## config.mk

```make
export PLATFORM = sky130hd
export DESIGN_NAME = mrw_word_align
export DESIGN_NICKNAME = d
export VERILOG_FILES = /design/src/rtl/mrw_pkg.sv /design/src/rtl/mrw_word_align.sv
export SDC_FILE = /design/constraint.sdc
export NUM_CORES = 1
export LEC_CHECK = 0
export ABC_AREA = 1
export BUFFER_PORTS_ARGS = -buffer_cell sky130_fd_sc_hd__buf_2
export CORE_AREA = 2 2 67 69
export DETAILED_ROUTE_END_ITERATION = 8
export DIE_AREA = 0 0 69 71
export GPL_ROUTABILITY_DRIVEN = 0
export GPL_TIMING_DRIVEN = 1
export PLACE_DENSITY = 0.71
export REMOVE_ABC_BUFFERS = 1
export SLEW_MARGIN = 10
export SYNTH_ARGS = -nofsm -noshare
export SYNTH_HDL_FRONTEND = slang
export SYNTH_SLANG_ARGS = --single-unit
```

## constraint.sdc

```tcl
create_clock -name wr_clk -period 1.7 [get_ports wr_clk]
set_input_delay 0.34 -clock wr_clk [delete_from_list [all_inputs] [get_ports wr_clk]]
set_output_delay 0.34 -clock wr_clk [all_outputs]
set_load 0.005 [all_outputs]
```

## src/rtl/mrw_pkg.sv

```systemverilog
package mrw_pkg;

  //////////////////////////////////////////////////////////////////////
  // sizes
  //////////////////////////////////////////////////////////////////////

  localparam int DATA_W       = 16;
  localparam int ADDR_W       = 8;
  localparam int NUM_ADDR     = 256;
  localparam int NUM_RD_PORTS = 2;

  // banks inside one copy
  localparam int NUM_VBANKS   = 2;
  localparam int VBANK_W      = 1;
  localparam int VROW_W       = 7;

  // words folded into one physical row
  localparam int NUM_WORDS    = 2;
  localparam int WORD_W       = 1;
  localparam int SROW_W       = 6;
  localparam int PHY_W        = NUM_WORDS * DATA_W;

  // sram read latency, plus one output register in the controller
  localparam int SRAM_DELAY   = 2;
  localparam int RD_LATENCY   = SRAM_DELAY + 1;

  //////////////////////////////////////////////////////////////////////
  // address decode
  //////////////////////////////////////////////////////////////////////

  typedef struct packed {
    logic [SROW_W-1:0]  srow;
    logic [WORD_W-1:0]  word;
    logic [VBANK_W-1:0] bank;
  } mrw_adr_f_t;

  typedef union packed {
    logic [ADDR_W-1:0] flat;
    mrw_adr_f_t        f;
  } mrw_adr_u;

  //////////////////////////////////////////////////////////////////////
  // command structs
  //////////////////////////////////////////////////////////////////////

  // logical side
  typedef struct packed {
    logic              write;
    logic [ADDR_W-1:0] adr;
    logic [DATA_W-1:0] bw;
    logic [DATA_W-1:0] din;
  } wr_cmd_t;

  typedef struct packed {
    logic              read;
    logic [ADDR_W-1:0] adr;
  } rd_cmd_t;

  // bank side, one word per row
  typedef struct packed {
    logic              write;
    logic [VROW_W-1:0] row;
    logic [DATA_W-1:0] bw;
    logic [DATA_W-1:0] din;
  } bank_wr_t;

  typedef struct packed {
    logic              read;
    logic [VROW_W-1:0] row;
  } bank_rd_t;

  // physical side, full sram row
  typedef struct packed {
    logic              write;
    logic [SROW_W-1:0] adr;
    logic [PHY_W-1:0]  bw;
    logic [PHY_W-1:0]  din;
  } phy_wr_t;

  typedef struct packed {
    logic              read;
    logic [SROW_W-1:0] adr;
  } phy_rd_t;

endpackage

```

## src/rtl/mrw_word_align.sv

```systemverilog
`timescale 1ns/1ns

module mrw_word_align
  import mrw_pkg::*;
(
  input  logic              wr_clk,
  input  logic              rst_n,
  input  bank_wr_t          bank_wr,
  input  bank_rd_t          bank_rd,
  output logic [DATA_W-1:0] rd_word,
  output phy_wr_t           phy_wr,
  output phy_rd_t           phy_rd,
  input  logic [PHY_W-1:0]  rd_data
);

  logic [WORD_W-1:0] wr_lane;
  logic [WORD_W-1:0] rd_lane;

  // lane of each read in flight, lined up with the sram output
  logic [WORD_W-1:0] lane_pipe [SRAM_DELAY];

  //////////////////////////////////////////////////////////////////////
  // write path
  //////////////////////////////////////////////////////////////////////

  assign wr_lane = bank_wr.row[WORD_W-1:0];

  always_comb begin
    phy_wr.write = bank_wr.write;
    phy_wr.adr   = bank_wr.row[VROW_W-1:WORD_W];
    phy_wr.bw    = '0;
    phy_wr.din   = '0;
    for (int w = 0; w < NUM_WORDS; w++) begin
      // data lands in every lane, the mask picks the one that is written
      phy_wr.din[w*DATA_W +: DATA_W] = bank_wr.din;
      if (wr_lane == WORD_W'(w)) begin
        phy_wr.bw[w*DATA_W +: DATA_W] = bank_wr.bw;
      end
    end
  end

  //////////////////////////////////////////////////////////////////////
  // read path
  //////////////////////////////////////////////////////////////////////

  assign rd_lane = bank_rd.row[WORD_W-1:0];

  always_comb begin
    phy_rd.read = bank_rd.read;
    phy_rd.adr  = bank_rd.row[VROW_W-1:WORD_W];
  end

  always_ff @(posedge wr_clk) begin
    if (!rst_n) begin
      for (int s = 0; s < SRAM_DELAY; s++) begin
        lane_pipe[s] <= '0;
      end
    end else begin
      lane_pipe[0] <= rd_lane;
      for (int s = 1; s < SRAM_DELAY; s++) begin
        lane_pipe[s] <= lane_pipe[s-1];
      end
    end
  end

  // lane select on the returned row
  always_comb begin
    rd_word = rd_data[DATA_W-1:0];
    for (int w = 1; w < NUM_WORDS; w++) begin
      if (lane_pipe[SRAM_DELAY-1] == WORD_W'(w)) begin
        rd_word = rd_data[w*DATA_W +: DATA_W];
      end
    end
  end

endmodule

```

==> run_results.csv <==
group,metric,value,unit
drt,route.vias.total,1119,
clock_network,clock-sinks,2,
clock_network,clk_pin_slew_worst_paths,30,ps
drt,wirelength,3550,um
global_routing,grt_pass1_vias,997,
placement,post-dp-hpwl,3090,um
worst_hold_path,min_from,"bank_rd[0]",
drt,wl_per_cell,12.9,um
sta,tightest_slew,459,ps
critical_path,reg2regPathDepth,2,
die,dieArea,4900,um2
sta,grt_setup_unrepaired,"false",
worst_hold_path,hp-class,"in2reg",
cells_and_area,drive_gt1_share,49.1,%
logic_synthesis,synth.area.mux_share,0,%
drt,dr.pass1.iters,3,
clock_network,hold_buffers,0,
status,status,"finished, final reports clean",
clock_network,cts_tree,"done",
sta,setup_violations,0,
placement,io_buffers,99,
sta,holdWs,309,ps
die,num_io_pins,176,
cells_and_area,fillCellCount,467,
die,fp.dieH,71,um
die,die-width,69,um
clock_network,htreeDepth,1,
critical_path,r2r-end,"lane_pipe[0][1]",
logic_synthesis,syn_inst,171,
critical_path,crit_path_start_kind,"flop",
logic_synthesis,ys_seq_area_share,4.43,%
clock_network,cts_made_buffers,3,
clock_network,root_buffer,"clkbuf_8",
logic_synthesis,synthXorXnorAreaFrac,0,%
cells_and_area,area_growth_syn_to_layout,22.3,%
worst_hold_path,min_path_cells,3,
drt,drt_iter0_markers,6,
critical_path,r2r-start,"lane_pipe[0][0]",
sta,hold_violations,0,
drt,drc_errors,0,
logic_synthesis,synthDistinctLibCells,10,
sta,setup-tns-final,0,ps
cells_and_area,top_register,"lane_pipe",
logic_synthesis,synth-seq-cells,2,
clock_network,post-cts-setup-buffers,0,
cells_and_area,reg.largest.list,"lane_pipe x2",
global_routing,grt_usage,14.3,%
cells_and_area,largest_register_ffs,2,
power,leakagePower,0.000898,uW
logic_synthesis,synth-simple-area-share,35.4,%
global_routing,grt_first_pass_wirelength,5150,um
global_routing,grt_antenna_before_repair,0,
critical_path,worstPathMaxFanout,17,
cells_and_area,layout.nets,306,
critical_path,cp_data_required_time,1360,ps
drt,vias_per_cell,4.08,
sta,drv_slew,0,
critical_path,critPathArrivalTime,1090,ps
die,rows,24,
logic_synthesis,synth_fa_ha_area_share,0,%
critical_path,critical_path.startpoint,"lane_pipe[0][1]",
cells_and_area,antenna_cells,0,
logic_synthesis,synth_top_family_by_area,"buffers and inverters",
job,maxCapViolCount,0,
sta,slew_headroom,69.4,%
drt,ant_nets,0,
power,powerDensity,413,nW/um2
critical_path,critical_path_class,"reg2out",
logic_synthesis,netlist_area,905,um2
die,start_util,21.5,%
sta,fin_crit,1430,ps
critical_path,ff2ff_setup_slack,1230,ps
clock_network,cts_resized,0,
global_routing,grt_overflow,0,
clock_network,clk_path_buf_depth,2,
logic_synthesis,avgSynthCellArea,5.29,um2
clock_network,clk_latency,220,ps
power,vdd_drop_max,0.000325,V
sta,fin_worst_skew,3.15,ps
die,core,4200,um2
critical_path,endpoint_kind,"output port",
sta,fin_crit_sh,83.8,%
worst_hold_path,min_to,"lane_pipe[0][0]",
logic_synthesis,yosys_warnings,0,
logic_synthesis,synth_compound_area_share,0,%
global_routing,grt_max_degree,33,
sta,fmax,702,MHz
-- critical path: stages, from the launching register on --
cell and delay [ps]:
dfxtp_1 300, buf_4 220, inv_6 100, nand2_1 80, nand2_1 50, buf_2 120
-- how the worst max path moves through the flow --
stage | end | slack [ps] | depth (start not counted)
2_1_floorplan | rd_word[0] | 510 | 3
3_3_place_gp | phy_wr[58] | 360 | 4
3_5_place_dp | phy_wr[58] | 350 | 4
4_1_cts | rd_word[2] | 250 | 5
5_1_grt | rd_word[9] | 180 | 5
6_report | rd_word[2] | 270 | 5
-- power breakdown --
| part | internal, uW | total, uW | switching (uW) | leakage, uW |
|---|---|---|---|---|
| combinational | 113 | 215 | 102 | 0.000860 |
| clock | 150 | 192 | 41.5 | 0.0000216 |
| sequential | 49.6 | 50.2 | 0.583 | 0.0000166 |
-- stage by stage --
step / std cells / cell area (um2) / total power (uW) / utilization (%) / worst slack, ps
5_1_grt: 274 / 1110 / 498 / 26.3 / 183
6_report: 274 / 1110 / 457 / 26.3 / 275
2_1_floorplan: 119 / 497 / 128 / - / 507
3_5_place_dp: 271 / 1060 / 268 / 25.3 / 350
4_1_cts: 274 / 1110 / 469 / 26.3 / 251
3_3_place_gp: 271 / 1060 / 266 / 25.3 / 355
-- synth_stat cells --
| master | instances | area share [%] |
|---|---|---|
| buf_2 | 1 | 0.55 |
| nand2_2 | 5 | 3.5 |
| buf_12 | 1 | 2.2 |
| nor2_1 | 16 | 6.6 |
| buf_6 | 2 | 2.5 |
| nand2_1 | 61 | 25 |
| inv_1 | 34 | 14 |
| buf_4 | 48 | 40 |
| dfxtp_1 | 2 | 4.4 |
| inv_6 | 1 | 0.97 |
-- layout by cell type (no fill, tap or decap) --
cell	netlist	layout
nor2_1	16	16
buf_2	1	99
dfxtp_1	2	2
inv_6	1	1
buf_4	48	1
nand2_2	5	5
nand2_1	61	61
clkbuf_8	0	3
inv_1	34	34
-- per-layer routing --
layer  wire length, um  global-route usage [%]  up-vias
li1                  -                       -      528
met1              1150                    12.8      427
met2              1360                    20.5      160
met3               994                    15.2        4
met4                51                    6.54        0
met5                 0                    3.03        -
-- logic make-up (layout without fill, tap and decap cells) --
kind of cell | after synthesis | in the layout
buffers and inverters | 87 | 138
and+or+nand+nor | 82 | 82
DFF | 2 | 2
-- layout make-up --
cell class / count / area, um2 / share of cell area (%)
repair buffers: 100 / 503 / 45.5
multi-input cells: 82 / 320 / 29.0
inverters: 35 / 136 / 12.3
well taps: 52 / 65.1 / 5.88
clock buffers: 3 / 41.3 / 3.73
flip-flops and latches: 2 / 40.0 / 3.62
(Power assumes the default switching activity.)
