--- src/rtl/mrw_pkg.sv ---
package mrw_pkg;

  //////////////////////////////////////////////////////////////////////
  // sizes
  //////////////////////////////////////////////////////////////////////

  localparam int DATA_W       = 16;
  localparam int ADDR_W       = 8;
  localparam int NUM_ADDR     = 256;
  localparam int NUM_RD_PORTS = 2;

  // banks inside one copy
  localparam int NUM_VBANKS   = 2;
  localparam int VBANK_W      = 1;
  localparam int VROW_W       = 7;

  // words folded into one physical row
  localparam int NUM_WORDS    = 2;
  localparam int WORD_W       = 1;
  localparam int SROW_W       = 6;
  localparam int PHY_W        = NUM_WORDS * DATA_W;

  // sram read latency, plus one output register in the controller
  localparam int SRAM_DELAY   = 2;
  localparam int RD_LATENCY   = SRAM_DELAY + 1;

  //////////////////////////////////////////////////////////////////////
  // address decode
  //////////////////////////////////////////////////////////////////////

  typedef struct packed {
    logic [SROW_W-1:0]  srow;
    logic [WORD_W-1:0]  word;
    logic [VBANK_W-1:0] bank;
  } mrw_adr_f_t;

  typedef union packed {
    logic [ADDR_W-1:0] flat;
    mrw_adr_f_t        f;
  } mrw_adr_u;

  //////////////////////////////////////////////////////////////////////
  // command structs
  //////////////////////////////////////////////////////////////////////

  // logical side
  typedef struct packed {
    logic              write;
    logic [ADDR_W-1:0] adr;
    logic [DATA_W-1:0] bw;
    logic [DATA_W-1:0] din;
  } wr_cmd_t;

  typedef struct packed {
    logic              read;
    logic [ADDR_W-1:0] adr;
  } rd_cmd_t;

  // bank side, one word per row
  typedef struct packed {
    logic              write;
    logic [VROW_W-1:0] row;
    logic [DATA_W-1:0] bw;
    logic [DATA_W-1:0] din;
  } bank_wr_t;

  typedef struct packed {
    logic              read;
    logic [VROW_W-1:0] row;
  } bank_rd_t;

  // physical side, full sram row
  typedef struct packed {
    logic              write;
    logic [SROW_W-1:0] adr;
    logic [PHY_W-1:0]  bw;
    logic [PHY_W-1:0]  din;
  } phy_wr_t;

  typedef struct packed {
    logic              read;
    logic [SROW_W-1:0] adr;
  } phy_rd_t;

endpackage

--- src/rtl/mrw_dup_ctrl.sv ---
`timescale 1ns/1ns

module mrw_dup_ctrl
  import mrw_pkg::*;
(
  input  logic              wr_clk,
  input  logic              rst_n,
  input  wr_cmd_t           wr_cmd,
  input  rd_cmd_t           rd_cmd       [NUM_RD_PORTS],
  output bank_wr_t          bank_wr      [NUM_RD_PORTS][NUM_VBANKS],
  output bank_rd_t          bank_rd      [NUM_RD_PORTS][NUM_VBANKS],
  input  logic [DATA_W-1:0] bank_rd_word [NUM_RD_PORTS][NUM_VBANKS],
  output logic [NUM_RD_PORTS-1:0] rd_vld,
  output logic [DATA_W-1:0] rd_dout      [NUM_RD_PORTS]
);

  mrw_adr_u           wr_adr;
  mrw_adr_u           rd_adr    [NUM_RD_PORTS];

  // per port tracking of reads in flight through the sram
  logic [SRAM_DELAY-1:0] vld_pipe  [NUM_RD_PORTS];
  logic [VBANK_W-1:0]    bank_pipe [NUM_RD_PORTS][SRAM_DELAY];
  logic [DATA_W-1:0]     ret_word  [NUM_RD_PORTS];

  //////////////////////////////////////////////////////////////////////
  // command decode
  //////////////////////////////////////////////////////////////////////

  assign wr_adr.flat = wr_cmd.adr;

  always_comb begin
    for (int p = 0; p < NUM_RD_PORTS; p++) begin
      rd_adr[p].flat = rd_cmd[p].adr;
    end
  end

  // every copy sees the same write, only the addressed bank is strobed
  always_comb begin
    for (int p = 0; p < NUM_RD_PORTS; p++) begin
      for (int b = 0; b < NUM_VBANKS; b++) begin
        bank_wr[p][b].write = wr_cmd.write && (wr_adr.f.bank == VBANK_W'(b));
        bank_wr[p][b].row   = {wr_adr.f.srow, wr_adr.f.word};
        bank_wr[p][b].bw    = wr_cmd.bw;
        bank_wr[p][b].din   = wr_cmd.din;
      end
    end
  end

  // reads stay inside their own port's copy
  always_comb begin
    for (int p = 0; p < NUM_RD_PORTS; p++) begin
      for (int b = 0; b < NUM_VBANKS; b++) begin
        bank_rd[p][b].read = rd_cmd[p].read && (rd_adr[p].f.bank == VBANK_W'(b));
        bank_rd[p][b].row  = {rd_adr[p].f.srow, rd_adr[p].f.word};
      end
    end
  end

  //////////////////////////////////////////////////////////////////////
  // read return
  //////////////////////////////////////////////////////////////////////

  always_ff @(posedge wr_clk) begin
    if (!rst_n) begin
      for (int p = 0; p < NUM_RD_PORTS; p++) begin
        vld_pipe[p] <= '0;
        for (int s = 0; s < SRAM_DELAY; s++) begin
          bank_pipe[p][s] <= '0;
        end
      end
    end else begin
      for (int p = 0; p < NUM_RD_PORTS; p++) begin
        vld_pipe[p][0]  <= rd_cmd[p].read;
        bank_pipe[p][0] <= rd_adr[p].f.bank;
        for (int s = 1; s < SRAM_DELAY; s++) begin
          vld_pipe[p][s]  <= vld_pipe[p][s-1];
          bank_pipe[p][s] <= bank_pipe[p][s-1];
        end
      end
    end
  end

  // pick the bank that was addressed SRAM_DELAY cycles ago
  always_comb begin
    for (int p = 0; p < NUM_RD_PORTS; p++) begin
      ret_word[p] = bank_rd_word[p][0];
      for (int b = 1; b < NUM_VBANKS; b++) begin
        if (bank_pipe[p][SRAM_DELAY-1] == VBANK_W'(b)) begin
          ret_word[p] = bank_rd_word[p][b];
        end
      end
    end
  end

  always_ff @(posedge wr_clk) begin
    if (!rst_n) begin
      rd_vld <= '0;
    end else begin
      for (int p = 0; p < NUM_RD_PORTS; p++) begin
        rd_vld[p] <= vld_pipe[p][SRAM_DELAY-1];
      end
    end
  end

  // data holds between reads
  always_ff @(posedge wr_clk) begin
    for (int p = 0; p < NUM_RD_PORTS; p++) begin
      if (vld_pipe[p][SRAM_DELAY-1]) begin
        rd_dout[p] <= ret_word[p];
      end
    end
  end

endmodule

--- config.mk ---
export PLATFORM = sky130hd
export DESIGN_NAME = mrw_dup_ctrl
export DESIGN_NICKNAME = d
export VERILOG_FILES = /design/src/rtl/mrw_pkg.sv /design/src/rtl/mrw_dup_ctrl.sv
export SDC_FILE = /design/constraint.sdc
export NUM_CORES = 1
export LEC_CHECK = 0
export BUFFER_PORTS_ARGS = -buffer_cell sky130_fd_sc_hd__buf_2
export CAP_MARGIN = 20
export CORE_AREA = 2 2 135 137
export DETAILED_ROUTE_END_ITERATION = 8
export DIE_AREA = 0 0 137 139
export GPL_TIMING_DRIVEN = 0
export HOLD_SLACK_MARGIN = 0.12
export SLEW_MARGIN = 10
export SYNTH_ARGS = -nofsm -noshare
export SYNTH_HDL_FRONTEND = slang
export SYNTH_SLANG_ARGS = --single-unit
--- constraint.sdc ---
create_clock -name wr_clk -period 1.02 [get_ports wr_clk]
set_input_delay 0.204 -clock wr_clk [delete_from_list [all_inputs] [get_ports wr_clk]]
set_output_delay 0.204 -clock wr_clk [all_outputs]
set_load 0.02 [all_outputs]
==> impl_results.md, run 1 <==
- Leakage power: 2.91 nW
- Die area: 19000 um2
- Slew Limit Fails: 0
- Clk root buf: clkbuf_16
- Worst Tran Pin Value: 0.382 ns
- WL per Instance: between 10 and 15 um
- Vias in the first global route: ~2500
- R2r worst-path depth: 3
- Worst IR Drop VDD: 1.17 mV
- Mapped Cells: between 200 and 300
- Worst setup path category: reg2reg
- Inserted Clock Buffers: 5
- Row cnt: 49
- Syn_nets: 405
- Yosys warns: 0
- Synth top area cells: buf_4, edfxtp_1, mux2_4
- I/O Buffers: 297
- Die Wd: approximately 140 um
- I/O Pins: ~350
- Clk sinks: 42
- Vias after detailed routing: 2665
- Post-route ant nets: 0
- Final min period: 1.17 ns
- Pre-CTS setup slack: -0.155 ns
- Hold-critical path depth: 2
- Layout Skew: about 0.0039 ns
- Vias/cell: 3.24
- Count leader, synth: buf_4
- Routed WL: 10.1 mm
- Setup TNS: -3.35 ns
- Clk slew on worst S/H paths: 0.06 ns
- Antenna violations before repair: 0
- First-pass detailed-route iteration total: 3
- Crit path DAT: 1.20 ns
- Pwr/cell area: 1050 nW/um2
- Max-capacitance violation count: 0
- Post-synth top area share: 44.3%
- CP Data Required Time: 1.05 ns
- Hold Slack: between 0.15 and 0.2 ns
- Grt ovf: 0
- Clk_lat worst skew: 0.28 ns
- Largest net degree at the start of global routing: 18
- Crit path launch type: flip-flop
- Top_reg_cell synth: edfxtp_1
- Core Area: 17700 um2
- CTS tree: done
- HP Class: in2reg
- Final setup vio count: 35
- Layout area overhead: 69.3%
- Synth top cells by count: buf_4, edfxtp_1, mux2_4, and2_1, mux2_2
- Dpl cells: 806
- Post-route insts no fill: 822
- Global placement routability congestion: between 0.7 and 0.8
- Htree depth: 2
- Antenna diodes: 0
- Synth unique cells: 9
- Die height: 139 um
- Fin nets: a little over 700
- Status: finished with violations
- Worst R2R Setup Slack: -0.15 ns
- Fmax: 858 MHz
- RSZ-0062 raised after global routing: true
- Violated checks: negative setup slack
- Crit path max fanout: 10
- Initial Util: 17.9%
- Final setup margin: -0.146 ns
- Final Hold Vio Count: 0
- Number of synthesized flops with an enable pin: 32
- Iter 0 DRT Violations: 36
- Clock buffer depth: 2
- Gr usage total: 9.20%
- Rel. slew slack: 74.5%
- Global-route wire length before repair: 13.4 mm
- FFs w/ async S/R, synth: 0%
- Drt drc: 0
- Cell taking the most area after synthesis: buf_4
- Detail Placement HPWL: roughly 8.7 mm
- Mapped Area: 3160 um2
- Post-Route Utilization: 30.3%
- Syn_area_per_cell: 11.3 um2
- Crit share post-route: 114%
- Share of cells above drive strength 1: 91.1%
- CP endpoint kind: flip-flop
- Synthesized flop and latch total: 42
- Register area share after synthesis: 36.8%
-- final cells by class --
cell class              count  area, um2
clock buffers               5        125
fillers                  1854      12300
well taps                 229        287
repair buffers            305       1700
multi-input cells          48        568
flip-flops and latches     42       1170
clock inverters             3       40.0
plain buffers             190       1460
-- cell families (layout without fill, tap and decap cells) --
family | Yosys count | count (layout) | synth area share (%)
flip-flops | 42 | 42 | 36.8
buffers and inverters | 190 | 503 | 46.2
AND/OR/NAND/NOR | 16 | 16 | 3.17
multiplexers | 32 | 32 | 13.8
-- path summary, 6_finish.rpt --
check | start | end
max | bank_pipe[1][0] | rd_dout[9]
max reg2reg | bank_pipe[1][0] | rd_dout[9]
min reg2reg | vld_pipe[1][0] | vld_pipe[1][1]
min | rd_cmd[8] | vld_pipe[1][0]
-- power by group --
| group | switching (mW) | total [mW] | internal (mW) |
|---|---|---|---|
| logic | 0.914 | 1.94 | 1.03 |
| clock network | 0.593 | 1.74 | 1.14 |
| registers | 0.0349 | 1.95 | 1.91 |
-- placed cells by master (no fill, tap or decap) --
| cell | instances |
|---|---|
| buf_2 | 276 |
| clkbuf_16 | 6 |
| dfxtp_1 | 6 |
| and2_1 | 13 |
| buf_8 | 1 |
| clkinv_2 | 2 |
| mux2_2 | 4 |
| nor2b_1 | 2 |
| dfxtp_2 | 4 |
| edfxtp_1 | 32 |
| buf_4 | 193 |
| buf_6 | 22 |
| nor2b_2 | 1 |
| buf_12 | 2 |
| bufinv_16 | 1 |
| mux2_4 | 28 |
-- routing by layer --
| layer | vias to the layer above | track usage (%) | part of all wire, % |
|---|---|---|---|
| met4 | 0 | 2.28 | 0.91 |
| met5 | - | 0 | 0 |
| met1 | 1133 | 9.43 | 36 |
| met3 | 6 | 3.14 | 12 |
| li1 | 1339 | - | - |
| met2 | 187 | 17.5 | 52 |
-- worst max-delay path, stage by stage, from the launching register on --
cell and delay, ns:
dfxtp_2 0.32, buf_6 0.13, buf_12 0.15, mux2_4 0.31
-- through the flow --
| step | total power [mW] | instance area [um2] |
|---|---|---|
| after floorplan | 3.29 | 3160 |
| final | 5.63 | 5340 |
| after global routing | 5.89 | 5340 |
| after global placement | 3.86 | 4930 |
| after detailed placement | 3.86 | 4930 |
| after CTS | 5.65 | 5140 |
-- registers in the layout (all words and copies together), names as in the netlist --
| register | count |
|---|---|
| bank_pipe | 4 |
| vld_pipe | 4 |
| rd_vld | 2 |
| rd_dout | 32 |
-- repair_timing --
item                       in CTS  in global routing
cloned                          0                  1
setup endpoints to repair      80                 62
buffers inserted                1                  6
gates resized for setup        13                 42
hold buffers                    0                  0
Power figures use the tool's default switching activity.
==> inputs of run 2 (changes only) <==
--- a/config.mk
+++ b/config.mk
@@ -12,6 +12,7 @@
 export DIE_AREA = 0 0 137 139
 export GPL_TIMING_DRIVEN = 0
 export HOLD_SLACK_MARGIN = 0.12
+export REMOVE_ABC_BUFFERS = 1
 export SLEW_MARGIN = 10
 export SYNTH_ARGS = -nofsm -noshare
 export SYNTH_HDL_FRONTEND = slang
==> run 2 against run 1 <==
The run still ends with negative setup slack left. Setup slack improved by 0.046 ns. Clock-buffer cell count increased by 2. Register-to-register slack improved by 0.05 ns. Worst hold slack got worse by 0.017 ns. Sequential share of layout area increased by 16 points. Global-route usage increased by 11 points. Via count decreased by 38%. Clock power increased by 5%.
==> impl_results.md, run 2 (synthesis gave the netlist of run 1 again) <==
- Layout area overhead: -2.66%
- Drt drc: 0 (unchanged)
- Detail Placement HPWL: 16.8 mm (+93%)
- Largest net degree at the start of global routing: 18 (unchanged)
- WL per Instance: 44.2 um (+260%)
- I/O Pins: 351 (unchanged)
- Crit path DAT: 1.16 ns (-0.04 ns)
- Core Area: 17700 um2 (unchanged)
- Global placement routability congestion: 0.757 (-1.2%)
- # fillers: 1955 (+5.4%)
- Crit path max fanout: 4 (-6)
- Leakage power: 1.30 nW (-56%)
- Hold Slack: 0.145 ns (-0.0172 ns)
- I/O Buffers: 113 (-62%)
- Violated checks: negative setup slack
- Vias in the first global route: 1768 (-28%)
- Share of cells above drive strength 1: 74.2% (-17 points)
- Die Wd: 137 um (unchanged)
- Design area: 3070 um2 (-43%)
- Inserted Clock Buffers: 5 (unchanged)
- Fmax: 893 MHz (+4.1%)
- Crit path launch type: flip-flop
- CP startpoint: bank_pipe[0][0]
- Dpl cells: 432 (-46%)
- Die area: 19000 um2 (unchanged)
- Row cnt: 49 (unchanged)
- CTS Hold Bufs: 0 (unchanged)
- CP Data Required Time: 1.06 ns (about the same)
- Worst Tran Pin Value: 0.432 ns (+0.0494 ns)
- Clk_lat worst skew: 0.29 ns (about the same)
- Antenna diodes: 0 (unchanged)
- Routed WL: 19.7 mm (+96%)
- Worst setup path category: reg2reg
- Max-capacitance violation count: 0 (unchanged)
- Largest registers: rd_dout x32, bank_pipe x4, vld_pipe x4
- Final setup vio count: 54 (+54%)
- Post-route insts no fill: 446 (-46%)
- Largest register FFs: 32 (unchanged)
- Clk sinks: 42 (unchanged)
- Slew Limit Fails: 0 (unchanged)
- Fin nets: 341 (-52%)
- Crit share post-route: 110% (-4.5 points)
- CTS tree: done
- R2r worst-path depth: 2 (-1)
- Worst IR Drop VDD: 0.561 mV (-52%)
- Clk slew on worst S/H paths: 0.06 ns (about the same)
- Post-route ant nets: 0 (unchanged)
- Global-route wire length before repair: 23.2 mm (+73%)
- HP Class: in2reg
- CP endpoint kind: flip-flop
- Gr usage total: 20.0% (+11 points)
- Pre-CTS setup slack: -0.678 ns (-0.524 ns)
- RSZ-0062 raised after global routing: true
- Reg-to-Reg Start: bank_pipe[0][0]
- Initial Util: 17.9% (unchanged)
- Final setup margin: -0.0995 ns (+0.0463 ns)
- Htree depth: 2 (unchanged)
- Status: finished with violations
- Final Hold Vio Count: 0 (unchanged)
- Most common cell after layout, fill and taps aside: buf_2
- Clk root buf: clkbuf_16
- Die height: 139 um (unchanged)
- Iter 0 DRT Violations: 74 (+110%)
- Crit path capture: rd_dout[25]
- Layout Skew: 0.00342 ns (-0.000519 ns)
- Commonest cells after routing, fill and taps aside: buf_2, mux2_4, buf_6, edfxtp_1, and2_1
- Worst R2R Setup Slack: -0.1 ns (+0.05 ns)
- Rel. slew slack: 71.2% (-3.3 points)
- Post-DP Area: 2550 um2 (-48%)
- Pwr/cell area: 1420 nW/um2 (+35%)
- Antenna violations before repair: 0 (unchanged)
- Vias after detailed routing: 1661 (-38%)
- Vias/cell: 3.72 (+15%)
- Grt ovf: 0 (unchanged)
- Reg with most FFs: rd_dout
- Worst R2R End: rd_dout[25]
- Final min period: 1.12 ns (-0.0463 ns)
- First-pass detailed-route iteration total: 4 (+1)
- Clock buffer depth: 2 (unchanged)
- Hold Crit Start: rd_cmd[17]
==> run 2: cell types whose count changed in the layout (fill, tap and decap cells not counted), moves of 3 or more <==
cell     delta
buf_2     -194
buf_4     -192
mux2_2      -4
dfxtp_4     +3
dfxtp_2     -3
mux2_4      +4
buf_6      +10
==> run 2: repair_timing <==
item                                    in CTS  in global routing
endpoints found under the setup margin      96                 69
gates cloned                                 2                  0
buffers inserted                             5                  0
gates resized for setup                     63                 23
==> run 2: layer usage <==
| layer | vias to the layer above | part of all wire [%] | track usage [%] |
|---|---|---|---|
| li1 | 590 | - | - |
| met1 | 732 | 19 | 11.3 |
| met2 | 311 | 49 | 33.8 |
| met3 | 26 | 28 | 25.1 |
| met4 | 2 | 3.4 | 7.92 |
| met5 | - | 0.47 | 5.29 |
==> run 2: metrics by stage <==
step	TNS (ns)	total power [mW]	utilization (%)
floorplan	-11.04	2.21	-
global placement	-23.53	2.45	14.4
detailed placement	-27.10	2.47	14.4
CTS	-3.86	4.43	17.1
global route	-4.62	4.55	17.4
finish	-2.70	4.36	17.4
==> run 2: power by group <==
part | internal, mW | leakage [nW] | switching (mW) | total [mW]
Sequential | 1.91 | 0.379 | 0.0496 | 1.96
Clock | 1.16 | 0.0781 | 0.668 | 1.83
Combinational | 0.347 | 0.839 | 0.229 | 0.576
Total | 3.41 | 1.30 | 0.946 | 4.36
==> run 2: cell type report <==
cell class	count	area (um2)	share of cell area [%]
clock buffer	7	133	4.32
clock inverter	1	30.0	0.978
multi-input combinational	48	581	18.9
sequential	42	1170	38.2
tap	229	287	9.33
timing repair buffer	119	868	28.3
==> run 2: critical path, cell delays in order (launching register included) <==
cell and delay [ns]:
dfxtp_4 0.40, buf_6 0.15, mux2_4 0.32
==> run 2: worst min path at each step <==
stage | endpoint | slack [ns] | cells after the start
2_1_floorplan | bank_pipe[0][0] | 0.33 | 1
3_3_place_gp | bank_wr[80] | 0.41 | 0
3_5_place_dp | bank_wr[80] | 0.41 | 0
4_1_cts | vld_pipe[1][0] | 0.13 | 2
5_1_grt | vld_pipe[1][0] | 0.14 | 2
6_report | vld_pipe[0][0] | 0.15 | 2
